$ cat src/hw/rv_pkg.sv
// ----------------------------------------------------------------------
// rv_pkg: widths, opcode and ALU encodings and the pipeline stage items
// shared by the three-stage RV64I integer core
// ----------------------------------------------------------------------
package rv_pkg;

  // datapath widths
  localparam int XLEN    = 64;
  localparam int INSTR_W = 32;
  localparam int REG_AW  = 5;
  localparam int CNT_W   = 32;

  // major opcodes kept by the core, anything else is illegal
  typedef enum logic [6:0] {
    opc_op     = 7'b0110011,
    opc_op_imm = 7'b0010011,
    opc_lui    = 7'b0110111
  } opcode_e;

  // alu operation selector
  typedef enum logic [3:0] {
    alu_add      = 4'd0,
    alu_sub      = 4'd1,
    alu_and      = 4'd2,
    alu_or       = 4'd3,
    alu_xor      = 4'd4,
    alu_sll      = 4'd5,
    alu_srl      = 4'd6,
    alu_slt      = 4'd7,
    alu_pass_imm = 4'd8
  } alu_op_e;

  // decode to execute item
  typedef struct packed {
    logic              valid;
    logic              wr_en;    // low for rd x0
    alu_op_e           alu_op;
    logic [REG_AW-1:0] rd;
    logic [REG_AW-1:0] rs1;
    logic [REG_AW-1:0] rs2;
    logic [XLEN-1:0]   rs1_data;
    logic [XLEN-1:0]   rs2_data;
    logic [XLEN-1:0]   imm;      // sign extended
    logic              use_imm;
  } id_ex_t;

  // execution result, also the commit and register write item
  typedef struct packed {
    logic              valid;
    logic              wr_en;
    logic [REG_AW-1:0] rd;
    logic [XLEN-1:0]   data;
  } ex_wb_t;

endpackage

$ cat src/hw/retire_stage.sv
`timescale 1ns/1ps
// ----------------------------------------------------------------------
// retire stage: commit register and retired-instruction counter
// ----------------------------------------------------------------------
module retire_stage (
  input  logic                      clk,
  input  logic                      rst_n,
  input  rv_pkg::ex_wb_t            i_ex_wb,
  output rv_pkg::ex_wb_t            o_commit,
  output logic                      o_wb_valid,
  output logic [rv_pkg::REG_AW-1:0] o_wb_rd,
  output logic [rv_pkg::XLEN-1:0]   o_wb_data,
  output logic [rv_pkg::CNT_W-1:0]  o_retire_count
);
  import rv_pkg::*;

  always_ff @(posedge clk or negedge rst_n) begin
    if (!rst_n) begin
      o_commit       <= '0;
      o_retire_count <= '0;
    end else begin
      o_commit <= i_ex_wb;
      // x0 writes still count as retired
      if (i_ex_wb.valid) begin
        o_retire_count <= o_retire_count + CNT_W'(1);
      end
    end
  end

  assign o_wb_valid = o_commit.valid & o_commit.wr_en;
  assign o_wb_rd    = o_commit.rd;
  assign o_wb_data  = o_commit.data;

  a_count_follows_valid : assert property (
    @(posedge clk) disable iff (!rst_n)
    !$past(i_ex_wb.valid) |-> $stable(o_retire_count)
  );

endmodule

$ cat config.mk
export PLATFORM = sky130hd
export DESIGN_NAME = retire_stage
export DESIGN_NICKNAME = d
export VERILOG_FILES = /design/src/hw/rv_pkg.sv /design/src/hw/retire_stage.sv
export SDC_FILE = /design/constraint.sdc
export NUM_CORES = 1
export LEC_CHECK = 0
export BUFFER_PORTS_ARGS = -buffer_cell sky130_fd_sc_hd__buf_2
export CAP_MARGIN = 10
export CORE_ASPECT_RATIO = 0.75
export CORE_MARGIN = 1
export CORE_UTILIZATION = 40
export DETAILED_ROUTE_END_ITERATION = 7
export GPL_TIMING_DRIVEN = 1
export MAX_ROUTING_LAYER = met4
export PLACE_DENSITY = 0.8
export SYNTH_ARGS = -nofsm -noshare
export SYNTH_HDL_FRONTEND = slang
export SYNTH_SLANG_ARGS = --single-unit
export TNS_END_PERCENT = 20
$ cat constraint.sdc
create_clock -name clk -period 2.9 [get_ports clk]
set_input_delay 0.58 -clock clk [delete_from_list [all_inputs] [get_ports clk]]
set_output_delay 0.58 -clock clk [all_outputs]
set_load 0.03 [all_outputs]
Word level (Yosys, flattened, before mapping)
Cells that the tools add are included.

storage, ports and cells
  bits in registers = 103
  output and inout bits = 173

operators by class
  add/sub/neg operators = 1
  bitwise operators = 1

operators with widths
  kind                                                              count
  32-bit by 1-bit adder with 32-bit output (second input constant)  1
  1-bit AND                                                         1

Longest topological paths before layout
  depth after elaboration = 1
  mapped depth = 5

Worst setup path before layout
No wires, ideal clock.

  path kind = register -> register
  start point = register o_retire_count[12] in the netlist's numbering
  end point = register o_retire_count[25] in the netlist's numbering
  path slack = 1.222 ns
  data arrival time = 1.544 ns
  cell stages (with the launch flop) = 6
  period minus slack after synthesis = 1.678 ns
  path through = dfrtp_1 -> nand3_2 -> nor4_4 -> buf_6 -> nand4_1 -> xnor2_1

between the ends
  longest elaborated chain between the ends = 1

ends and longest elaborated chain
  item                                      line                source
  from (decl)                               retire_stage.sv:13  output logic [rv_pkg::CNT_W-1:0] o_retire_count
  from (signal assigned)                    retire_stage.sv:25  o_retire_count <= o_retire_count + CNT_W'(1);
  32-bit by 1-bit adder with 32-bit output  retire_stage.sv:25

No other way between the ends.
A chain may end at the register's enable or synchronous reset.

Final worst setup path
  start point = register o_retire_count[12] in the netlist's numbering
  end point = register o_retire_count[28] in the netlist's numbering

Same word-level chain as after synthesis.

==> reports/qor.csv <==
stage,metric,value,unit
layout,antenna diode instance count,0,
clock_network,CTS tree,built,
setup_path,critical path capture point type,flip-flop,
power,leakage power,2.59,nW
sta,Worst-Margin Slew,0.738,ns
setup_path,Critical Path RT,3.12,ns
floorplan,# rows,30,
layout,most common library cell in the layout ignoring fill and taps,buf_2,
sta,endpoints failing hold,0,
clock_network,Post-CTS Setup Bufs,0,
setup_path,r2r startpoint,o_retire_count[12],
logic_synthesis,"Cell Area, Synth",0.00376,sq mm
placement,final RePlAce weighted congestion,0.759,
layout,final net count,520,
power,P_int,0.00232,W
setup_path,CP Class,reg -> reg,
placement,DP Wirelength,6.69,mm
route,DRT Pass-1 Iters,4,
logic_synthesis,Synth Area in Adders,0.00333,
logic_synthesis,Synth Instances,262,
floorplan,core area,0.00908,sq mm
setup_path,crit-path max FO,15,
grt,vias in the first global route,2453,
setup_path,R2R depth,4,
setup_path,crit path from,o_retire_count[12],
sta,final setup skew,0.00668,ns
sta,final setup fails,0,
layout,final core utilization,0.539,
clock_network,clk slew on worst S/H paths,0.07,ns
route,WL final,8.65,mm
layout,final std cells w/o fill,579,
sta,fin crit share,0.625,
sta,Setup TNS Final,0,ns
setup_path,Worst EP arrival,2.03,ns
clock_network,total CTS buffers,9,
logic_synthesis,post-synthesis mux area share,0.00300,
clock_network,CTS resizes,0,
logic_synthesis,sequential cell area fraction in the yosys report,0.686,
layout,share of cells above drive strength 1,0.585,
logic_synthesis,synthesized flop and latch total,103,
clock_network,# H-tree levels,3,
route,Antenna Nets Post-Route,0,
placement,PortBufs,245,
power,Comb power frac,0.183,
clock_network,Clock Latency Late Sink,0.33,ns
clock_network,maximum buffer depth of the clock tree,2,
grt,Overflow after GRT,0,
sta,Slew headroom,0.504,
power,Clock Power Share,0.331,
clock_network,CTS Sinks,103,
route,DRC violations left,0,
floorplan,die area,0.00980,sq mm
sta,fin. max-slew vios,0,
power,Pwr per Cell Area,681,mW/mm^2
logic_synthesis,Syn Area/Cell,14.4,sq um
setup_path,FF-to-FF End,o_retire_count[28],
logic_synthesis,Post-Syn Nets,336,
grt,Global Route Usage Sum,0.180,
floorplan,initial core utilization,0.414,
route,Avg WL per Cell,14.9,microns
logic_synthesis,post-synthesis async set-or-reset flop share,1.00,
logic_synthesis,Compound-Gate Fraction of Synth Area,0,
setup_path,"setup slack, reg-to-reg",1.09,ns
floorplan,Die W,114,microns
sta,RSZ-0062 raised after global routing,false,
grt,largest net degree at the start of global routing,56,
layout,Area Overhead vs Synth,30.2,%
flow_run,max-cap violations,0,
route,Iter 0 DRT Violations,105,
route,via-per-instance ratio,4.47,
logic_synthesis,main combinational cell family by area after synthesis,buffers and inverters,
grt,first-pass GRT wire length,12.9,mm
grt,initial antenna violation count,0,
floorplan,I/O pin total,246,
logic_synthesis,Yosys warnings,0,
sta,final period demand of the worst path,1.81,ns
placement,placed cells,563,
logic_synthesis,Synth Area in XOR/XNOR,0.0722,
sta,fmax,552,MHz
clock_network,root buffer cell,clkbuf_16,
logic_synthesis,post-synthesis cell type count,20,
power,VDD IR max,486,uV
hold_path,Hold Crit Class,in -> async,
logic_synthesis,"EDFF count, synth",0,
logic_synthesis,Synth Area in Simple Gates,0.0899,
setup_path,Critical Path Source Type,flip-flop,
setup_path,Worst Setup EP,o_retire_count[28],
logic_synthesis,"Primary FF master, synth",dfrtp_1,
clock_network,# hold bufs at CTS,0,
power,Sequential Power Share,0.486,
power,Switching Share,0.304,
route,routed via count,2589,
outcome,status,"complete, no violations",
layout,most frequent cells in the layout,"buf_2, dfrtp_1, xnor2_1, nand4_1",
power,Psw,0.00101,W
sta,worst hold slack,0.260,ns
floorplan,chip height,86.0,microns
[metal layers]
layer  wire length, microns  global-route usage
met1                   3390               0.212
met2                   4540               0.294
met3                    654              0.0650
met4                     59              0.0449
met5                      0                   -
[logic make-up (layout without fill, tap and decap cells)]
| kind of cell | after synthesis | count (layout) |
|---|---|---|
| flip-flops | 103 | 103 |
| buffers and inverters | 73 | 262 |
| AND/OR/NAND/NOR | 53 | 53 |
| XOR/XNOR | 31 | 31 |
| adder cells (fa/ha/maj) | 1 | 1 |
| multiplexers | 1 | 1 |
[synthesized netlist by cell type, types with 2 or more instances]
cell      instances  share of area
nand4_1          11          0.018
and3_1            3         0.0050
nand3_1          10          0.013
nand2_1          10          0.010
xnor2_1          29          0.068
and2_1            4         0.0067
nand4b_1          4         0.0093
buf_4            71           0.14
xor2_1            2         0.0047
and4_1            6          0.014
dfrtp_1         103           0.69
[registers in the layout, summed over array words and instances, names as in the netlist]
name and flops:
o_commit 2, o_wb_data 64, o_wb_rd 5, o_retire_count 32
[worst min-delay path by stage]
stage                       startpoint            endpoint  slack, ns  cells past startpoint
CTS                              rst_n        o_commit[69]       0.27                      1
global placement    o_retire_count[20]  o_retire_count[20]       0.47                      1
global route                     rst_n   o_retire_count[4]       0.30                      1
floorplan                        rst_n        o_commit[69]       0.28                      0
finish                           rst_n        o_commit[70]       0.26                      1
detailed placement  o_retire_count[31]  o_retire_count[31]       0.48                      1
[critical path, stage by stage, from the launching register on]
cell and delay, ns:
dfrtp_1 0.46, nand3_2 0.14, nor4_4 0.71, nand4_1 0.21, xnor2_1 0.18
[per-stage QoR]
step           cell area, sq um  power, W  worst slack, ns
6_report                   4900   0.00333             1.09
2_1_floorplan              3760   0.00207             1.22
3_3_place_gp               4620   0.00225            0.962
4_1_cts                    4900   0.00338             1.09
5_1_grt                    4900   0.00347            0.869
3_5_place_dp               4620   0.00226            0.896
[cell type report]
cell class | instances | area, sq um
fill | 798 | 4190
timing repair buffer | 246 | 1250
multi-input combinational | 86 | 633
sequential | 103 | 2580
clock inverter | 4 | 31.3
clock buffer | 12 | 246
tap | 128 | 160
[power by group through the flow]
| stage | clock network [W] | logic [W] | registers (W) |
|---|---|---|---|
| 2_1_floorplan | 0 | 0.000242 | 0.00183 |
| 3_3_place_gp | 0 | 0.000605 | 0.00164 |
| 3_5_place_dp | 0 | 0.000617 | 0.00165 |
| 4_1_cts | 0.00114 | 0.000618 | 0.00162 |
| 5_1_grt | 0.00119 | 0.000645 | 0.00163 |
| 6_report | 0.00110 | 0.000611 | 0.00162 |
No activity file was read; power rests on OpenSTA's default activity.
