===== src/hw/rv_pkg.sv =====
// ----------------------------------------------------------------------
// rv_pkg: widths, opcode and ALU encodings and the pipeline stage items
// shared by the three-stage RV64I integer core
// ----------------------------------------------------------------------
package rv_pkg;

  // datapath widths
  localparam int XLEN    = 64;
  localparam int INSTR_W = 32;
  localparam int REG_AW  = 5;
  localparam int CNT_W   = 32;

  // major opcodes kept by the core, anything else is illegal
  typedef enum logic [6:0] {
    opc_op     = 7'b0110011,
    opc_op_imm = 7'b0010011,
    opc_lui    = 7'b0110111
  } opcode_e;

  // alu operation selector
  typedef enum logic [3:0] {
    alu_add      = 4'd0,
    alu_sub      = 4'd1,
    alu_and      = 4'd2,
    alu_or       = 4'd3,
    alu_xor      = 4'd4,
    alu_sll      = 4'd5,
    alu_srl      = 4'd6,
    alu_slt      = 4'd7,
    alu_pass_imm = 4'd8
  } alu_op_e;

  // decode to execute item
  typedef struct packed {
    logic              valid;
    logic              wr_en;    // low for rd x0
    alu_op_e           alu_op;
    logic [REG_AW-1:0] rd;
    logic [REG_AW-1:0] rs1;
    logic [REG_AW-1:0] rs2;
    logic [XLEN-1:0]   rs1_data;
    logic [XLEN-1:0]   rs2_data;
    logic [XLEN-1:0]   imm;      // sign extended
    logic              use_imm;
  } id_ex_t;

  // execution result, also the commit and register write item
  typedef struct packed {
    logic              valid;
    logic              wr_en;
    logic [REG_AW-1:0] rd;
    logic [XLEN-1:0]   data;
  } ex_wb_t;

endpackage


===== src/hw/reg_file.sv =====
`timescale 1ns/1ps
// ----------------------------------------------------------------------
// integer register file: 32 x 64 bit, two read ports, one write port
// ----------------------------------------------------------------------
module reg_file (
  input  logic                      clk,
  input  logic                      rst_n,
  input  logic [rv_pkg::REG_AW-1:0] i_rs1_addr,
  input  logic [rv_pkg::REG_AW-1:0] i_rs2_addr,
  output logic [rv_pkg::XLEN-1:0]   o_rs1_data,
  output logic [rv_pkg::XLEN-1:0]   o_rs2_data,
  input  rv_pkg::ex_wb_t            i_wr
);
  import rv_pkg::*;

  // x0 has no storage
  logic [XLEN-1:0] regs [1:31];

  always_ff @(posedge clk or negedge rst_n) begin
    if (!rst_n) begin
      for (int i = 1; i < 32; i++) begin
        regs[i] <= '0;
      end
    end else if (i_wr.valid && i_wr.wr_en) begin
      regs[i_wr.rd] <= i_wr.data;
    end
  end

  // reads are not bypassed, a same-edge write is covered by forwarding
  assign o_rs1_data = (i_rs1_addr == '0) ? '0 : regs[i_rs1_addr];
  assign o_rs2_data = (i_rs2_addr == '0) ? '0 : regs[i_rs2_addr];

endmodule


===== config.mk =====
export PLATFORM = sky130hd
export DESIGN_NAME = reg_file
export DESIGN_NICKNAME = d
export VERILOG_FILES = /design/src/hw/rv_pkg.sv /design/src/hw/reg_file.sv
export SDC_FILE = /design/constraint.sdc
export NUM_CORES = 2
export LEC_CHECK = 0
export BUFFER_PORTS_ARGS = -buffer_cell sky130_fd_sc_hd__buf_2
export CAP_MARGIN = 20
export CORE_UTILIZATION = 25
export CTS_CLUSTER_SIZE = 10
export DETAILED_ROUTE_END_ITERATION = 12
export GPL_TIMING_DRIVEN = 0
export PLACE_DENSITY_LB_ADDON = 0.3
export SLEW_MARGIN = 10
export SYNTH_ARGS = -nofsm -noshare
export SYNTH_HDL_FRONTEND = slang
export SYNTH_SLANG_ARGS = --single-unit

===== constraint.sdc =====
create_clock -name clk -period 7.6 [get_ports clk]
set_input_delay 1.52 -clock clk [delete_from_list [all_inputs] [get_ports clk]]
set_output_delay 1.52 -clock clk [all_outputs]
set_load 0.03 [all_outputs]

; After elaboration in Yosys (flattened, before gate mapping)
; Cells that the tools add are included.
[word_totals]
reg_bits = 1984
output_inout_bits = 128
word_cells = 53
[classes]
order_cmp = 4
muxes = 11
n_bitwise = 3
n_reduce_logical = 4
[op_table]
columns = operator, count
row1 = $bwmux W1984, 1
row2 = $bmux W64 S5, 2
row3 = $mux W64, 7
row4 = $demux W64 S5, 1
row5 = $ge A6 B6 Y1 const B, 3
row6 = $not A5 Y6, 3
row7 = $logic_not A5 Y1, 2
row8 = $lt A6 B1 Y1 const B, 1
row9 = $logic_and A1 B1 Y1, 2

; Depth between registers and ports, before layout
[logic_depth]
ltp_word = 6
ltp_mapped = 10
depth_no_buf = 5

; Worst setup path after synthesis
; OpenSTA, ideal clock, no wires.
[synth_path]
kind = in2out
startpoint = in i_rs2_addr[2] (netlist bit)
endpoint = out o_rs2_data[50] (netlist bit)
arrival_ns = 3.465
slack_ns = 2.615
cell_stages = 8
path_buffers = 4
path_cell_list = buf_4 buf_6 clkbuf_1 nand2_1 clkbuf_1 o22ai_1 nor3_1 a211oi_1
[synth_between]
elab_chain_len = 5
word_cells_on_any_way = 6
classes_between = mux: 4 / bitwise: 1 / reduce/logical: 1
[synth_lines]
columns = item, line_no
row1 = start: declaration, reg_file.sv:9  ; input logic [rv_pkg::REG_AW-1:0] i_rs2_addr,
row2 = $not A5 Y6 (implied by the code), reg_file.sv:31  ; assign o_rs2_data = (i_rs2_addr == '0) ? '0 : regs[i_rs2_addr];
row3 = $bmux W64 S5, reg_file.sv:31
row4 = $mux W64 (implied by the code) (2 in series), reg_file.sv:31
row5 = $mux W64 *, reg_file.sv:31
row6 = end: declaration, reg_file.sv:11  ; output logic [rv_pkg::XLEN-1:0] o_rs2_data,
; Every way passes the cells marked *; elsewhere a longest branch is shown, timed or not. The select of a mux whose other input is x is not followed.

; Worst setup path after layout
[layout_path]
startpoint = in i_rs2_addr[1] (netlist bit)
endpoint = out o_rs2_data[18] (netlist bit)
; The elaborated chain is that of the path after synthesis.

==> metrics.md <==
| Metric | Value |
|---|---|
| # setup viols final | 2 |
| Largest net degree at the start of global routing | 153 |
| Drt wl/cell | 40.3 microns |
| Asr flop ratio synth | 1.00 |
| Die area | 429000 sq um |
| Area of the multi-input gates | 53300 sq um |
| Overall Power | 30.0 mW |
| Least-Margin Pin Slew | 1.33 ns |
| Flops & latches, synth | 1984 |
| Max_slew headroom | 0.112 |
| Hold slack | 0.513 ns |
| Final worst slack | -0.147 ns |
| Syn Area/Cell | 14.6 sq um |
| Setup bufs post-CTS | 0 |
| Critical Path Start | i_rs2_addr[1] |
| Main synth FF type | dfrtp_1 |
| Setup Crit Path Kind | in2out |
| Biggest register | regs |
| Critical Path Most Common Cell | buf_2 |
| Root Buffer | clkbuf_16 |
| I/O Buffers | 201 |
| Seq pwr share | 0.436 |
| Max incr delay on CP | 0.85 ns |
| Core Area | 424000 sq um |
| Max FFs per register | 1984 |
| Routed vias/inst | 5.78 |
| Reg-to-reg startpoint | regs[1248] |
| Status | finished with violations |
| H-tree levels | 4 |
| DR vias | 79100 |
| Reg clk slew, reported paths | 0.06 ns |
| FF+latch area | 49600 sq um |
| EDFF count, synth | 0 |
| Failing checks | setup timing |
| Vias in the first global route | 79500 |
| Crit path DAT | 6.23 ns |
| FP Rows | 239 |
| Initial antenna violation count | 96 |
| Fin. Hold Viols | 0 |
| CP top delay family | buffers and inverters |
| DR iter-0 viols | 10700 |
| Routability cong. | 0.959 |
| Post-DP HPWL | 384 mm |
| Synthesis-to-finish area growth | 16.5% |
| Worst R2R Path Depth | 1 |
| Synth top area cells | dfrtp_1 47%, mux2_2 23%, mux4_2 17% |
| Synth Instances | 7298 |
| Die Ht | 655 microns |
| Post-DP Area | 117000 sq um |
| Boundary pin count | 211 |
| Min-delay worst type | reg2reg |
| PostCTS Resize Cnt | 0 |
| Yosys top cell by area | dfrtp_1 |
| Gate power share | 0.204 |
| DIE WIDTH | 655 microns |
| Max FO, Critical Path | 10 |
| VDD IR max | 213 uV |
| Clock sinks | 1984 |
| Switching Fraction | 0.304 |
| First-pass DRT Iterations | 6 |
| Tcrit/Tclk final | 1.02 |
| Mapped Area | 107000 sq um |
| FF-to-FF End | regs[1248] |
| Pwr/cell area | 242 nW/um^2 |
| Setup crit end | o_rs2_data[18] |
| DRT antenna net count | 0 |
| # hold bufs at CTS | 0 |
| WP depth | 10 |
| Worst Setup End Kind | output pin |
| # fillers | 42600 |
| Starting density of the core | 0.251 |
| P_sw | 9.12 mW |
| First-pass GRT wire length | 727 mm |
| Yosys Warn Count | 0 |
| Finished Cell Area | 124000 sq um |
| Unrepaired setup endpoints after global routing | no |
| Worst path cell trace | buf_2 > buf_4 > buf_2 > buf_4 > nand2_1 > clkbuf_2 > o22ai_1 > nor3_1 > a211oi_2 > buf_2 |
| CP Launch Type | input port |
| TritonCTS buffer count | 239 |
| Pint | 20.9 mW |
| Syn Nets | 7381 |
| Slew Limit Fails | 0 |
| Final core utilization | 0.293 |
| Flop-to-flop setup slack | 6.78 ns |
| Clk_skew | 0 ns |
| Maxcap violations | 0 |
| Layout cells sized above 1 | 0.512 |
| Layout net count | 7941 |
| Routed WL | 552 mm |
| Yosys cell types | 44 |
| Grt ovf | 0 |
| GRT Overall Usage | 0.251 |
| Top cell type's share of synthesized area | 0.465 |
| Clock group share of total power | 0.359 |
| DRC | 0 |
| Largest registers | regs: 1984 flops |
| Post-layout min period | 7.75 ns |
| Clk buf depth | 4 |
| CTS tree | built |
| WP buf/inv | 6 |
| Register area share after synthesis | 0.465 |
| Highest Clock Rate | 129 MHz |
| Critical path required time | 6.08 ns |
| Slowest CP cell | a211oi_2 |
| Worst skew pair latency | 0.96 ns |
| Lkg Pwr | 54.6 nW |
-- power groups by stage --
| stage | Combinational [mW] | Sequential, mW | Clock, mW |
|---|---|---|---|
| 2_1_floorplan | 3.84 | 12.8 | 0 |
| 6_report | 6.14 | 13.1 | 10.8 |
| 4_1_cts | 6.03 | 13.0 | 10.8 |
| 5_1_grt | 6.36 | 13.2 | 11.2 |
| 3_5_place_dp | 6.02 | 13.2 | 0 |
| 3_3_place_gp | 5.79 | 13.1 | 0 |
-- area by class of cell --
cell class | count | share of cell area
clock buffers | 335 | 0.0539
repair buffers | 319 | 0.0261
inverters | 6 | 0.000181
diodes | 61 | 0.00123
clock inverters | 15 | 0.00149
well taps | 5663 | 0.0570
multi-input cells | 4519 | 0.429
flip-flops and latches | 1984 | 0.400
plain buffers | 789 | 0.0310
-- synthesized netlist by cell type, types with 75 or more instances --
master and count:
mux2_2 2165, dfrtp_1 1984, mux4_2 801, clkbuf_1 403, mux2i_1 370, buf_2 287, nand2_1 182, o21ai_0 113
nor2_1 110, a21oi_1 105, nor2b_1 95, nor3_1 79, a221oi_1 75
-- layer usage --
metal  vias up  GRT usage  routed length, microns
li1      29100          -                       -
met1     42600      0.308                  208000
met2      5627      0.358                  230000
met3      1702     0.0922                   63200
met4        38      0.192                   50900
met5         -    0.00192                     354
-- how the worst min path moves through the flow --
stage,end,from,slack [ns],cells past startpoint
5_1_grt,regs[765],regs[765],0.52,1
6_report,regs[762],regs[762],0.51,1
3_3_place_gp,regs[764],regs[764],0.49,1
4_1_cts,regs[759],regs[759],0.51,1
3_5_place_dp,regs[758],regs[758],0.50,1
2_1_floorplan,regs[1244],regs[1244],0.47,1
-- cells in the final DEF (no fill, tap or decap), drive strengths merged, types with 62 or more instances in the layout --
cell       n
a21oi    105
a221oi    75
a22oi     67
a31oi     62
buf      703
clkbuf   740
dfrtp   1984
mux2    2215
mux2i    370
mux4     801
nand2    182
nor2     124
nor2b     95
nor3      79
o211ai    62
o21ai    113
-- per-stage QoR --
stage	setup WS (ns)	TNS, ns	cells
2_1_floorplan	2.62	0	7298
3_3_place_gp	-39.91	-	13200
3_5_place_dp	0.226	0	13300
4_1_cts	0.216	0	13600
5_1_grt	0.142	0	13600
6_report	-0.147	-0.170	13700
-- logic make-up (layout without fill, tap and decap cells) --
kind of cell / after synthesis / in the layout / share of synthesized area
mux: 3386 / 3386 / 0.438
other cells: 0 / 61 / 0
buf+inv: 795 / 1464 / 0.0351
compound gates: 623 / 623 / 0.0392
flops: 1984 / 1984 / 0.465
simple gates: 510 / 510 / 0.0226
No activity file was read; power rests on OpenSTA's default activity.
