## config.mk

```make
export PLATFORM = sky130hd
export DESIGN_NAME = decode_stage
export DESIGN_NICKNAME = d
export VERILOG_FILES = /design/src/hw/rv_pkg.sv /design/src/hw/decode_stage.sv
export SDC_FILE = /design/constraint.sdc
export NUM_CORES = 1
export LEC_CHECK = 0
export ABC_AREA = 1
export BUFFER_PORTS_ARGS = -buffer_cell sky130_fd_sc_hd__buf_4
export CORE_AREA = 2 2 149 151
export DETAILED_ROUTE_END_ITERATION = 6
export DIE_AREA = 0 0 151 153
export GPL_ROUTABILITY_DRIVEN = 0
export HOLD_SLACK_MARGIN = 0.08
export SYNTH_ARGS = -nofsm -noshare
export SYNTH_HDL_FRONTEND = slang
export SYNTH_SLANG_ARGS = --single-unit
```

## constraint.sdc

```tcl
create_clock -name clk -period 1.2 [get_ports clk]
set_clock_uncertainty 0.15 [all_clocks]
set_input_delay 0.18 -clock clk [delete_from_list [all_inputs] [get_ports clk]]
set_output_delay 0.18 -clock clk [all_outputs]
set_load 0.01 [all_outputs]
```

## src/hw/rv_pkg.sv

```systemverilog
// ----------------------------------------------------------------------
// rv_pkg: widths, opcode and ALU encodings and the pipeline stage items
// shared by the three-stage RV64I integer core
// ----------------------------------------------------------------------
package rv_pkg;

  // datapath widths
  localparam int XLEN    = 64;
  localparam int INSTR_W = 32;
  localparam int REG_AW  = 5;
  localparam int CNT_W   = 32;

  // major opcodes kept by the core, anything else is illegal
  typedef enum logic [6:0] {
    opc_op     = 7'b0110011,
    opc_op_imm = 7'b0010011,
    opc_lui    = 7'b0110111
  } opcode_e;

  // alu operation selector
  typedef enum logic [3:0] {
    alu_add      = 4'd0,
    alu_sub      = 4'd1,
    alu_and      = 4'd2,
    alu_or       = 4'd3,
    alu_xor      = 4'd4,
    alu_sll      = 4'd5,
    alu_srl      = 4'd6,
    alu_slt      = 4'd7,
    alu_pass_imm = 4'd8
  } alu_op_e;

  // decode to execute item
  typedef struct packed {
    logic              valid;
    logic              wr_en;    // low for rd x0
    alu_op_e           alu_op;
    logic [REG_AW-1:0] rd;
    logic [REG_AW-1:0] rs1;
    logic [REG_AW-1:0] rs2;
    logic [XLEN-1:0]   rs1_data;
    logic [XLEN-1:0]   rs2_data;
    logic [XLEN-1:0]   imm;      // sign extended
    logic              use_imm;
  } id_ex_t;

  // execution result, also the commit and register write item
  typedef struct packed {
    logic              valid;
    logic              wr_en;
    logic [REG_AW-1:0] rd;
    logic [XLEN-1:0]   data;
  } ex_wb_t;

endpackage

```

## src/hw/decode_stage.sv

```systemverilog
`timescale 1ns/1ps
// ----------------------------------------------------------------------
// decode stage: decodes the RV64I subset, reads the register file and
// registers the decode to execute item
// ----------------------------------------------------------------------
module decode_stage (
  input  logic                       clk,
  input  logic                       rst_n,
  input  logic                       i_instr_valid,
  input  logic [rv_pkg::INSTR_W-1:0] i_instr,
  output logic [rv_pkg::REG_AW-1:0]  o_rs1_addr,
  output logic [rv_pkg::REG_AW-1:0]  o_rs2_addr,
  input  logic [rv_pkg::XLEN-1:0]    i_rs1_data,
  input  logic [rv_pkg::XLEN-1:0]    i_rs2_data,
  output rv_pkg::id_ex_t             o_id_ex
);
  import rv_pkg::*;

  opcode_e           opcode;
  logic [2:0]        funct3;
  logic [6:0]        funct7;
  logic [REG_AW-1:0] rd;
  logic              legal;
  alu_op_e           alu_op;
  logic [XLEN-1:0]   imm;
  logic              use_imm;
  id_ex_t            id_ex_d;

  assign opcode     = opcode_e'(i_instr[6:0]);
  assign funct3     = i_instr[14:12];
  assign funct7     = i_instr[31:25];
  assign rd         = i_instr[11:7];
  assign o_rs1_addr = i_instr[19:15];
  assign o_rs2_addr = i_instr[24:20];

  always_comb begin
    legal   = 1'b0;
    alu_op  = alu_add;
    use_imm = 1'b0;
    // i-type by default
    imm     = {{(XLEN-12){i_instr[31]}}, i_instr[31:20]};
    case (opcode)
      opc_op: begin
        if (funct7 == 7'b0000000) begin
          legal = 1'b1;
          case (funct3)
            3'b000:  alu_op = alu_add;
            3'b001:  alu_op = alu_sll;
            3'b010:  alu_op = alu_slt;
            3'b100:  alu_op = alu_xor;
            3'b101:  alu_op = alu_srl;
            3'b110:  alu_op = alu_or;
            3'b111:  alu_op = alu_and;
            default: legal  = 1'b0;
          endcase
        end else if (funct7 == 7'b0100000 && funct3 == 3'b000) begin
          legal  = 1'b1;
          alu_op = alu_sub;
        end
      end
      opc_op_imm: begin
        legal   = 1'b1;
        use_imm = 1'b1;
        case (funct3)
          3'b000:  alu_op = alu_add;
          3'b100:  alu_op = alu_xor;
          3'b110:  alu_op = alu_or;
          3'b111:  alu_op = alu_and;
          // immediate shifts and sltiu not supported
          default: legal  = 1'b0;
        endcase
      end
      opc_lui: begin
        legal   = 1'b1;
        use_imm = 1'b1;
        alu_op  = alu_pass_imm;
        imm     = {{(XLEN-32){i_instr[31]}}, i_instr[31:12], 12'b0};
      end
      default: legal = 1'b0;
    endcase
  end

  always_comb begin
    id_ex_d.valid    = i_instr_valid & legal;
    // x0 writes retire but never reach the register file
    id_ex_d.wr_en    = i_instr_valid & legal & (rd != '0);
    id_ex_d.alu_op   = alu_op;
    id_ex_d.rd       = rd;
    id_ex_d.rs1      = o_rs1_addr;
    id_ex_d.rs2      = o_rs2_addr;
    id_ex_d.rs1_data = i_rs1_data;
    id_ex_d.rs2_data = i_rs2_data;
    id_ex_d.imm      = imm;
    id_ex_d.use_imm  = use_imm;
  end

  always_ff @(posedge clk or negedge rst_n) begin
    if (!rst_n) begin
      o_id_ex <= '0;
    end else begin
      o_id_ex <= id_ex_d;
    end
  end

  a_valid_op_known : assert property (
    @(posedge clk) disable iff (!rst_n)
    o_id_ex.valid |-> !$isunknown(o_id_ex.alu_op) &&
                      (o_id_ex.alu_op inside {[alu_add:alu_pass_imm]})
  );

endmodule

```

* Word level (Yosys, flattened, before mapping) *
Index checks and enable logic that the tools add are counted.

cells by class
  $add $sub $neg = 0
  $mul = 0
  divide/modulo/power cells = 0
  $lt $le $gt $ge = 0
  eq/ne operators = 10
  shift operators = 0
  multiplexer cells = 12
  bitwise logic cells = 2
  reduce and logical (&&, ||, !) cells = 7

operators with widths
  operator            number
  $mux 31             1
  $eq 7x6->1 const B  3
  $pmux 3 s6          1
  $eq 3x3->1 const B  4
  $pmux 4 s3          1
  $pmux 3 s3          1
  $eq 7x5->1 const B  1
  $logic_not 7->1     1
  $reduce_or 7->1     1
  $mux 1              6
  $reduce_bool 5->1   1
  $mux 4              1
  $reduce_or 4->1     1
  $eq 3x1->1 const B  1
  $eq 3x2->1 const B  1
  $logic_not 3->1     1
  $pmux 1 s3          1
  $and 1x1->1         2
  $reduce_or 2->1     1
  $logic_and 1x1->1   1

word-level totals
  register bits = 182
  latch bits = 0
  memory bits (writable) = 0
  bits in read-only memories = 0
  output and inout bits = 224
  word-level logic and storage cells = 41
  memories kept = 0

* Depth between registers and ports, before layout *
Gate-level depths: netlist of run 1.

  word-level depth = 7
  depth in mapped cells = 9

* Least setup slack after synthesis of run 1 *
Ideal clock, no wire load.

  kind = reg2out
  start point = register o_id_ex[32] (netlist name)
  end point = output port o_id_ex[33] (netlist bit)
  arrival time = 1.070 ns
  required time = 0.870 ns
  setup slack = -0.200 ns
  cell stages (with the launch flop) = 2
  path buffers = 1
  path through = dfrtp_1 buf_4

RTL lines
  element    RTL line            RTL
  to (decl)  decode_stage.sv:15  output rv_pkg::id_ex_t o_id_ex

No word-level cell between the ends.

* Worst setup path after layout of run 1 *
  start point = register o_id_ex[32] (netlist name)
  end point = output port o_id_ex[64] (netlist bit)

No word-level cell between the ends.

==> summary.md, run 1 <==
| Metric | Value |
|---|---|
| Syn avg cell area | `16.09 um2` |
| Failing checks | `negative setup slack` |
| Worst min-delay path class | `in -> reg` |
| Peak Freq | `roughly 0.64 GHz` |
| Via-per-instance ratio | `3.892` |
| Sw Share | `0.2513` |
| Clock power share | `0.375` |
| Mapped Cells | `about 340` |
| Design area | `0.01155 mm2` |
| Area contributors post-synth | `dfrtp_1 (83%), buf_4 (5.7%), o21ai_2 (2.2%)` |
| Clock tree from TritonCTS | `done` |
| Total gr overflow | `0` |
| Die Height | `approximately 150 um` |
| Sequential share of the synthesized area | `0.8299` |
| Power per cell area | `between 1000 and 1500 mW/mm2` |
| YS warnings | `0` |
| P_leak | `about 5.7 nW` |
| Net Switching | `roughly 0.0036 W` |
| Root Driver | `clkbuf_16` |
| Share of layout cells above drive strength 1 | `0.5295` |
| Synth top area share | `0.8299` |
| Final ANT Viol Nets | `0` |
| Largest net degree at the start of global routing | `between 50 and 60` |
| Fin Setup TNS | `-20.48 ns` |
| Slew Viols, Final | `0` |
| Worst Path Class, Setup | `reg -> out` |
| Final #Nets | `between 1,000 and 1,500` |
| Slew @ Worst Pin | `0.2697 ns` |
| Status | `finished with violations` |
| Crit-path slowest cell | `dfrtp_4` |
| Critical Path RT | `around 0.87 ns` |
| Int Pwr | `0.01060 W` |
| Global-route wire length before repair | `roughly 29,000 um` |
| CTS clock-pin slew for the worst setup and hold paths | `roughly 0.080 ns` |
| Hold slack final | `~0.03 ns` |
| Seq pwr share | `0.465` |
| Crit. End Element | `output port` |
| MaxCap Viol Count | `0` |
| GRT Total Usage | `0.1666` |
| Initial antenna violation count | `0` |
| Die W | `~150 um` |
| Fillers | `1,745` |
| # port buffers | `between 300 and 400` |
| Detail Placement HPWL | `roughly 13,000 um` |
| Crit-path max FO | `17` |
| Final Util | `0.5375` |
| I/O pin count | `slightly below 400` |
| Largest area contributor in the netlist | `dfrtp_1` |
| #FFs+latches synth | `about 180` |
| Sink Count | `182` |
| Max reg flops | `roughly 180` |
| DR DRC count | `0` |
| CORE AREA | `about 0.021 mm2` |
| Fin cells | `1,180` |
| TritonCTS Buffers | `17` |
| Slew HR | `0.8202` |
| DP Cell Count | `~1,000` |
| DP Area | `0.008651 mm2` |
| Top Registers | `o_id_ex x182` |
| Comb pwr share | `0.159` |
| CP Launch Type | `register` |
| Vias in the first global route | `about 5,000` |
| Clock period minus worst slack | `between 1.5 and 2 ns` |
| Maximum VDD drop | `roughly 0.00072 V` |
| Initial Utilization | `0.2554` |
| Via count | `~4,600` |
| Most flop-heavy register | `o_id_ex` |
| Layout overhead on the synthesized area | `110.4%` |
| Cell Area, Synth | `about 0.0055 mm2` |
| Final Hold Fails | `0` |
| Row count | `between 50 and 60` |
| Max Buffers Root-to-Sink | `2` |
| Final wirelength | `~19,000 um` |
| Starting DRT DRC Count | `approximately 150` |
| Crit path DAT | `1.24 ns` |
| Die Footprint | `0.02310 mm2` |
| Post-synth cell types | `25` |
| Crit-path max cell delay | `~0.5 ns` |
| Detailed Routing Iterations Pass 1 | `4` |
| Final worst setup slack | `-0.3732 ns` |
| Final Setup Violations | `around 220` |
| Wire per inst | `between 15 and 20 um` |
| Final cycle utilization of the critical path | `1.311` |
| RSZ-0062 raised after global routing | `true` |
| Synthesized net count | `roughly 500` |
| Worst-path cell chain | `buf_12 -> buf_4` |
| H-tree Lvls | `4` |
==> layout make-up <==
class / instances / area, um2 / area share
tap: 280 / 350.3 / 0.03034
inverter: 29 / 111.4 / 0.009642
timing repair buffer: 573 / 5470 / 0.4737
clock buffer: 17 / 425.4 / 0.03684
multi-input combinational: 84 / 488.0 / 0.04225
sequential: 182 / 4558 / 0.3947
clock inverter: 14 / 142.6 / 0.01235
antenna: 1 / 2.502 / 0.0002167
==> timing repair <==
item	in CTS	in global routing
setup endpoints to repair	214	219
setup buffers	2	1
pin swaps	0	1
hold buffers	155	8
hold endpoints to repair	361	19
gates resized for setup	185	7
==> cell families (layout without fill, tap and decap cells) <==
family	Yosys count	count (layout)	share of synthesized area
compound gates	22	22	0.03055
other cells	0	1	0
buf+inv	75	633	0.08550
flops	182	182	0.8299
simple gates	62	62	0.05404
==> synth_stat cells <==
cell type	n
nand3_1	4
nor2_1	21
buf_8	1
inv_1	27
nor3b_1	1
buf_6	2
buf_2	1
inv_2	1
nand3_4	1
buf_4	42
o21bai_1	1
nor2_2	1
inv_4	1
o21ai_2	14
o211ai_1	1
nand2_4	1
nand2_1	25
nor2_8	1
nand3_2	1
o21ai_1	1
nor3_1	5
dfrtp_1	182
nand2_2	1
o21ai_0	2
a21oi_1	3
==> power groups by stage <==
stage               sequential, W  combinational (W)  clock [W]
finish                    0.00659            0.00226    0.00531
detailed placement        0.00666            0.00162          0
floorplan                 0.00681           0.000251          0
CTS                       0.00658            0.00226    0.00549
global route              0.00661            0.00241    0.00576
global placement          0.00665            0.00160          0
==> critical path, delay by kind of cell (launching register included) <==
family                 cells  cell delay [ns]
flip-flops                 1             0.50
buffers and inverters      2             0.31
==> path summary, 6_finish.rpt <==
check	cells after the start	slack [ns]	to	startpoint
worst max-delay path	2	-0.37	o_id_ex[64]	o_id_ex[32]
worst min-delay path	6	0.03	o_id_ex[208]	i_instr[12]
max in group asynchronous	3	0.29	o_id_ex[177]	rst_n
min in group asynchronous	2	0.07	o_id_ex[106]	rst_n
==> per-layer routing <==
metal	GRT usage	wire length, um	share of wire	vias to the layer above
li1	-	-	-	2095
met1	0.1878	7063	0.37	2252
met2	0.2929	10240	0.53	207
met3	0.05104	1474	0.076	38
met4	0.06409	549	0.028	0
met5	0	0	0	-
==> cells in the final DEF, fill, tap and decap left out, types with 3 or more instances in the layout <==
master	n
inv_8	4
nand3_1	4
buf_6	183
nand2_1	25
dlygate4sd3_1	157
nor2_1	21
clkbuf_16	17
o21ai_2	14
inv_1	26
clkinvlp_4	4
buf_12	6
clkinv_4	3
nor3_2	3
buf_4	225
dfrtp_1	181
==> per-stage QoR <==
step	setup WS, ns	power [W]
2_1_floorplan	0.05248	0.007066
3_3_place_gp	-0.1812	0.008249
3_5_place_dp	-0.1940	0.008274
4_1_cts	-0.3790	0.01433
5_1_grt	-0.4199	0.01479
6_report	-0.3732	0.01416
Power figures use the tool's default switching activity.
==> run 2: changes to the inputs <==
--- a/config.mk
+++ b/config.mk
@@ -12,6 +12,7 @@
 export DIE_AREA = 0 0 151 153
 export GPL_ROUTABILITY_DRIVEN = 0
 export HOLD_SLACK_MARGIN = 0.08
+export PLACE_DENSITY_LB_ADDON = 0.1
 export SYNTH_ARGS = -nofsm -noshare
 export SYNTH_HDL_FRONTEND = slang
 export SYNTH_SLANG_ARGS = --single-unit
==> constraint.sdc (replaced) <==
create_clock -name clk -period 1.2 [get_ports clk]
set_clock_uncertainty 0.15 [all_clocks]
set_input_delay 0.12 -clock clk [delete_from_list [all_inputs] [get_ports clk]]
set_output_delay 0.12 -clock clk [all_outputs]
set_load 0.01 [all_outputs]
==> run 2 against run 1 <==
The run still ends with negative setup slack left. Non-clock buffer count grew 2. Wire length shrank 2.5%. Critical path depth is the same. Final cell count is the same. Combinational power is essentially flat. Clock power shrank 4.7%. Setup slack gained 0.13 ns. Sequential share of layout area grew 0.14 points. Critical path type unchanged.
==> summary.md, run 2 (synthesis gave the netlist of run 1 again) <==
| Metric | Value |
|---|---|
| Crit-path max cell delay | `0.42 ns (was 0.50 ns)` |
| Critical Path RT | `0.93 ns (was 0.87 ns)` |
| Clock tree from TritonCTS | `done (unchanged)` |
| CORE AREA | `0.02149 mm2 (unchanged)` |
| GRT Total Usage | `0.1625 (was 0.1666)` |
| Initial Utilization | `0.2554 (unchanged)` |
| Detailed Routing Iterations Pass 1 | `4 (unchanged)` |
| Starting DRT DRC Count | `120 (was 146)` |
| Clock period minus worst slack | `1.448 ns (was 1.573 ns)` |
| Worst Path Class, Setup | `reg -> out (unchanged)` |
| Most flop-heavy register | `o_id_ex (unchanged)` |
| Fin Setup TNS | `-8.443 ns (was -20.48 ns)` |
| Power per cell area | `1207 mW/mm2 (was 1226 mW/mm2)` |
| Largest net degree at the start of global routing | `34 (was 51)` |
| Max reg flops | `182 (unchanged)` |
| # port buffers | `386 (unchanged)` |
| Crit. End Element | `output port (unchanged)` |
| Fillers | `1,820 (was 1,745)` |
| Top Registers | `o_id_ex x182 (unchanged)` |
| Maximum VDD drop | `0.0007762 V (was 0.0007241 V)` |
| Via count | `4,550 (was 4,592)` |
| Total power | `0.01388 W (was 0.01416 W)` |
| Global-route wire length before repair | `27,950 um (was 28,710 um)` |
| Pre-CTS WS | `-0.2037 ns (was -0.1940 ns)` |
| CTS clock-pin slew for the worst setup and hold paths | `0.07 ns (was 0.08 ns)` |
| Share of layout cells above drive strength 1 | `0.5278 (was 0.5295)` |
| Worst-path cell chain | `buf_12 -> buf_4 (unchanged)` |
| CP top delay family | `flip-flops (unchanged)` |
| Commonest non-fill, non-tap cell in the layout | `buf_4 (unchanged)` |
| MaxCap Viol Count | `0 (unchanged)` |
| Peak Freq | `0.6906 GHz (was 0.6356 GHz)` |
| Crit-path slowest cell | `dfrtp_2 (was dfrtp_4)` |
| Final cycle utilization of the critical path | `1.207 (was 1.311)` |
| Total gr overflow | `0 (unchanged)` |
| DP Area | `0.008646 mm2 (was 0.008651 mm2)` |
| CP Launch Type | `register (unchanged)` |
| Row count | `54 (unchanged)` |
| Via-per-instance ratio | `3.856 (was 3.892)` |
| Die Footprint | `0.02310 mm2 (unchanged)` |
| TritonCTS Buffers | `17 (unchanged)` |
| Root Driver | `clkbuf_16 (unchanged)` |
| WP buf/inv | `2 (unchanged)` |
| Slew HR | `0.7980 (was 0.8202)` |
| Final #Nets | `1,052 (was 1,050)` |
| Final ANT Viol Nets | `0 (unchanged)` |
| Vias in the first global route | `5,011 (was 5,034)` |
| I/O pin count | `387 (unchanged)` |
| Slew Viols, Final | `0 (unchanged)` |
| Commonest cells after routing, fill and taps aside | `buf_4 (227), buf_6 (182), dfrtp_1 (181) (was buf_4 (225), buf_6 (183), dfrtp_1 (181))` |
| Die Height | `153 um (unchanged)` |
| Slew @ Worst Pin | `0.3029 ns (was 0.2697 ns)` |
| RSZ-0062 raised after global routing | `true (unchanged)` |
| H-tree Lvls | `4 (unchanged)` |
| P_leak | `5.645 nW (was 5.663 nW)` |
| Final wirelength | `18,840 um (was 19,330 um)` |
| Detail Placement HPWL | `13,620 um (was 13,220 um)` |
| Final Hold Fails | `0 (unchanged)` |
| DR DRC count | `0 (unchanged)` |
| Layout overhead on the synthesized area | `109.6% (was 110.4%)` |
| Status | `finished with violations (unchanged)` |
| Failing checks | `negative setup slack (unchanged)` |
| Worst min-delay path class | `in -> async (was in -> reg)` |
| Wire per inst | `15.97 um (was 16.38 um)` |
| Sink Count | `182 (unchanged)` |
| Diode count | `0 (was 1)` |
| Final worst setup slack | `-0.2481 ns (was -0.3732 ns)` |
| Max Buffers Root-to-Sink | `2 (unchanged)` |
| Initial antenna violation count | `0 (unchanged)` |
| Die W | `151 um (unchanged)` |
| Crit path DAT | `1.18 ns (was 1.24 ns)` |
| Design area | `0.01150 mm2 (was 0.01155 mm2)` |
| Crit-path max FO | `33 (was 17)` |
| Final Setup Violations | `58 (was 219)` |
## run 2: layout make-up
class | count | area [um2] | share of cell area
inverter | 29 | 111.4 | 0.009681
multi-input combinational | 84 | 484.2 | 0.04210
timing repair buffer | 575 | 5475 | 0.4760
clock inverter | 12 | 96.34 | 0.008376
tap | 280 | 350.3 | 0.03046
sequential | 182 | 4556 | 0.3961
clock buffer | 18 | 429.2 | 0.03731
## run 2: path summary, 6_finish.rpt
path / startpoint / end / slack (ns) / cells past startpoint
max: o_id_ex[32] / o_id_ex[57] / -0.25 / 2
min: rst_n / o_id_ex[80] / 0.008 / 2
max in group asynchronous: rst_n / o_id_ex[124] / 0.39 / 3
min in group clk: i_instr[13] / o_id_ex[208] / 0.01 / 6
## run 2: per-layer routing
metal / global-route usage / wire (um) / vias to the layer above / part of all wire
met5: 0 / 0 / - / 0
met4: 0.07076 / 536 / 0 / 0.028
met3: 0.04179 / 1281 / 31 / 0.068
met2: 0.3013 / 10540 / 198 / 0.56
met1: 0.1709 / 6490 / 2221 / 0.34
li1: - / - / 2100 / -
## run 2: what timing repair did
| action | in CTS | in global routing |
|---|---|---|
| resized for setup | 181 | 10 |
| setup endpoints to repair | 214 | 224 |
| endpoints found under the hold margin | 363 | 41 |
| hold buffers | 158 | 11 |
| gates cloned | 0 | 0 |
| pin swaps | 0 | 7 |
| buffers inserted | 0 | 4 |
## run 2: metrics by stage
stage,cells,hold WS (ns),util
final,1180,0.007815,0.5353
after global routing,1180,0.02394,0.5353
after CTS,1174,-0.02362,0.5321
after detailed placement,986,-0.1252,0.4024
after global placement,986,-0.1273,0.4024
after floorplan,341,-0.3256,-
## run 2: report_power, final
| group | switching, W | internal [W] | leakage (nW) |
|---|---|---|---|
| logic | 0.000821 | 0.00141 | 3.26 |
| registers | 0.000150 | 0.00644 | 2.14 |
| clock network | 0.00240 | 0.00266 | 0.246 |
| total | 0.00337 | 0.0105 | 5.64 |
==> run 3: changes to the inputs <==
--- a/config.mk
+++ b/config.mk
@@ -7,9 +7,13 @@
 export LEC_CHECK = 0
 export ABC_AREA = 1
 export BUFFER_PORTS_ARGS = -buffer_cell sky130_fd_sc_hd__buf_4
-export CORE_AREA = 2 2 149 151
+export CELL_PAD_IN_SITES_DETAIL_PLACEMENT = 1
+export CELL_PAD_IN_SITES_GLOBAL_PLACEMENT = 2
+export CORE_ASPECT_RATIO = 0.75
+export CORE_MARGIN = 2
+export CORE_UTILIZATION = 22
+export CTS_CLUSTER_DIAMETER = 120
 export DETAILED_ROUTE_END_ITERATION = 6
-export DIE_AREA = 0 0 151 153
 export GPL_ROUTABILITY_DRIVEN = 0
 export HOLD_SLACK_MARGIN = 0.08
 export PLACE_DENSITY_LB_ADDON = 0.1
==> run 3 against run 2 <==
The flow finishes with violations (negative hold slack, negative setup slack). Flip-flop and latch count unchanged. Die area rose by 14%. Sequential share of layout area is 0.12 points lower. Global-route usage increased by 0.67 points. Sequential power about the same. Clock power increased by 2%. Maximum frequency shrank 2.5%. Highest routed layer unchanged.
==> summary.md, run 3 (synthesis gave the netlist of run 1 again) <==
| Metric | Value |
|---|---|
| Final worst setup slack | `-0.2855 ns (was -0.2481 ns)` |
| CP Launch Type | `register (unchanged)` |
| Final cycle utilization of the critical path | `1.238 (was 1.207)` |
| RSZ-0062 raised after global routing | `true (unchanged)` |
| Crit. End Element | `output port (unchanged)` |
| Power per cell area | `1214 mW/mm2 (was 1207 mW/mm2)` |
| Worst min-delay path class | `in -> async (unchanged)` |
| Failing checks | `negative hold slack, negative setup slack (was negative setup slack)` |
| Largest net degree at the start of global routing | `42 (was 34)` |
| Initial Utilization | `0.2221 (was 0.2554)` |
| Wire per inst | `17.78 um (was 15.97 um)` |
| CORE AREA | `0.02471 mm2 (was 0.02149 mm2)` |
| Sw Share | `0.2489 (was 0.2431)` |
| Die Footprint | `0.02624 mm2 (was 0.02310 mm2)` |
| TritonCTS Buffers | `17 (unchanged)` |
| Clock power share | `0.369 (was 0.365)` |
| P_leak | `5.632 nW (was 5.645 nW)` |
| Most flop-heavy register | `o_id_ex (unchanged)` |
| Final wirelength | `21,900 um (was 18,840 um)` |
| Final #Nets | `1,046 (was 1,052)` |
| Pre-CTS WS | `-0.1618 ns (was -0.2037 ns)` |
| DR DRC count | `0 (unchanged)` |
| Total power | `0.01401 W (was 0.01388 W)` |
| Share of layout cells above drive strength 1 | `0.5257 (was 0.5278)` |
| Root Driver | `clkbuf_16 (unchanged)` |
| Max Buffers Root-to-Sink | `2 (unchanged)` |
| Initial antenna violation count | `0 (unchanged)` |
| Die Height | `140.8 um (was 153 um)` |
| Slew @ Worst Pin | `0.2783 ns (was 0.3029 ns)` |
| Diode count | `0 (unchanged)` |
| Via-per-instance ratio | `3.693 (was 3.856)` |
| Detail Placement HPWL | `15,580 um (was 13,620 um)` |
| GRT Total Usage | `0.1691 (was 0.1625)` |
| I/O pin count | `387 (unchanged)` |
| Register area | `0.004558 mm2 (was 0.004556 mm2)` |
| Starting DRT DRC Count | `77 (was 120)` |
| Hold slack final | `-0.005874 ns (was 0.007815 ns)` |
| Crit-path max FO | `17 (was 33)` |
| Top Registers | `o_id_ex x182 (unchanged)` |
| CTS clock-pin slew for the worst setup and hold paths | `0.07 ns (about the same)` |
| # port buffers | `386 (unchanged)` |
| Die W | `186.4 um (was 151 um)` |
| Layout overhead on the synthesized area | `110.4% (was 109.6%)` |
| Clock tree from TritonCTS | `done (unchanged)` |
| Comb pwr share | `0.161 (about the same)` |
| Commonest cells after routing, fill and taps aside | `buf_4 (223), buf_6 (182), dfrtp_1 (181) (was buf_4 (227), buf_6 (182), dfrtp_1 (181))` |
| Via count | `4,550 (unchanged)` |
| Multi-input logic area | `494.2 um2 (was 484.2 um2)` |
| Commonest non-fill, non-tap cell in the layout | `buf_4 (unchanged)` |
| Max reg flops | `182 (unchanged)` |
| Fillers | `2,572 (was 1,820)` |
| Fin cells | `1,232 (was 1,180)` |
| MaxCap Viol Count | `0 (unchanged)` |
| Net Switching | `0.003488 W (was 0.003375 W)` |
| Total gr overflow | `0 (unchanged)` |
| Peak Freq | `0.6732 GHz (was 0.6906 GHz)` |
| Row count | `50 (was 54)` |
| Seq pwr share | `0.470 (was 0.475)` |
| H-tree Lvls | `4 (unchanged)` |
| Sink Count | `182 (unchanged)` |
| Worst Path Class, Setup | `reg -> out (unchanged)` |
| Final Hold Fails | `2 (was 0)` |
| Vias in the first global route | `5,184 (was 5,011)` |
| Slew Viols, Final | `0 (unchanged)` |
| Crit path DAT | `1.22 ns (was 1.18 ns)` |
| Int Pwr | `0.01053 W (was 0.01050 W)` |
| Clock period minus worst slack | `1.486 ns (was 1.448 ns)` |
| Slew HR | `0.8145 (was 0.7980)` |
| Critical Path RT | `0.93 ns (about the same)` |
| Detailed Routing Iterations Pass 1 | `4 (unchanged)` |
| Status | `finished with violations (unchanged)` |
| Final ANT Viol Nets | `0 (unchanged)` |
| DP Cell Count | `1,042 (was 986)` |
| Maximum VDD drop | `0.0009028 V (was 0.0007762 V)` |
| Fin Setup TNS | `-9.889 ns (was -8.443 ns)` |
| Global-route wire length before repair | `33,070 um (was 27,950 um)` |
| Final Setup Violations | `65 (was 58)` |
==> run 3: final timing paths <==
path | from | cells after the start | endpoint
worst max-delay path | o_id_ex[32] | 2 | o_id_ex[57]
worst min-delay path | rst_n | 2 | o_id_ex[18]
max in group asynchronous | rst_n | 3 | o_id_ex[136]
min in group clk | i_instr[14] | 6 | o_id_ex[208]
==> run 3: timing repair <==
action,4_1_cts,5_1_grt
hold endpoints to repair,363,41
setup buffers,2,2
setup endpoints to repair,214,220
resized for setup,185,10
hold buffers,156,9
pin swaps,0,8
==> run 3: routing by layer <==
metal	vias to the layer above	wire, um	part of all wire	GRT usage
li1	2086	-	-	-
met1	2271	8399	0.38	0.1897
met2	174	11940	0.55	0.3128
met3	19	1172	0.054	0.04829
met4	0	384	0.018	0.05011
met5	-	0	0	0
==> run 3: worst max-delay path, cell delays in order (launching register included) <==
cell and delay (ns):
dfrtp_4 0.50, buf_8 0.16, buf_4 0.14
==> run 3: power groups by stage <==
stage	Sequential [W]	Clock [W]	Combinational (W)
floorplan	0.00681	0	0.000251
global placement	0.00665	0	0.00162
detailed placement	0.00666	0	0.00164
CTS	0.00659	0.00534	0.00228
global route	0.00662	0.00561	0.00241
finish	0.00659	0.00516	0.00226
==> run 3: per-stage QoR <==
step | area [um2] | utilization
4_1_cts | 11490 | 0.4651
3_5_place_dp | 8693 | 0.3518
5_1_grt | 11540 | 0.4672
2_1_floorplan | 5489 | -
6_report | 11540 | 0.4672
3_3_place_gp | 8693 | 0.3518
==> run 3: area by class of cell <==
cell class,count,share of cell area
timing repair buffer,569,0.4703
inverter,29,0.009646
clock inverter,11,0.008345
multi-input combinational,84,0.04281
clock buffer,19,0.03750
sequential,182,0.3948
tap,338,0.03663
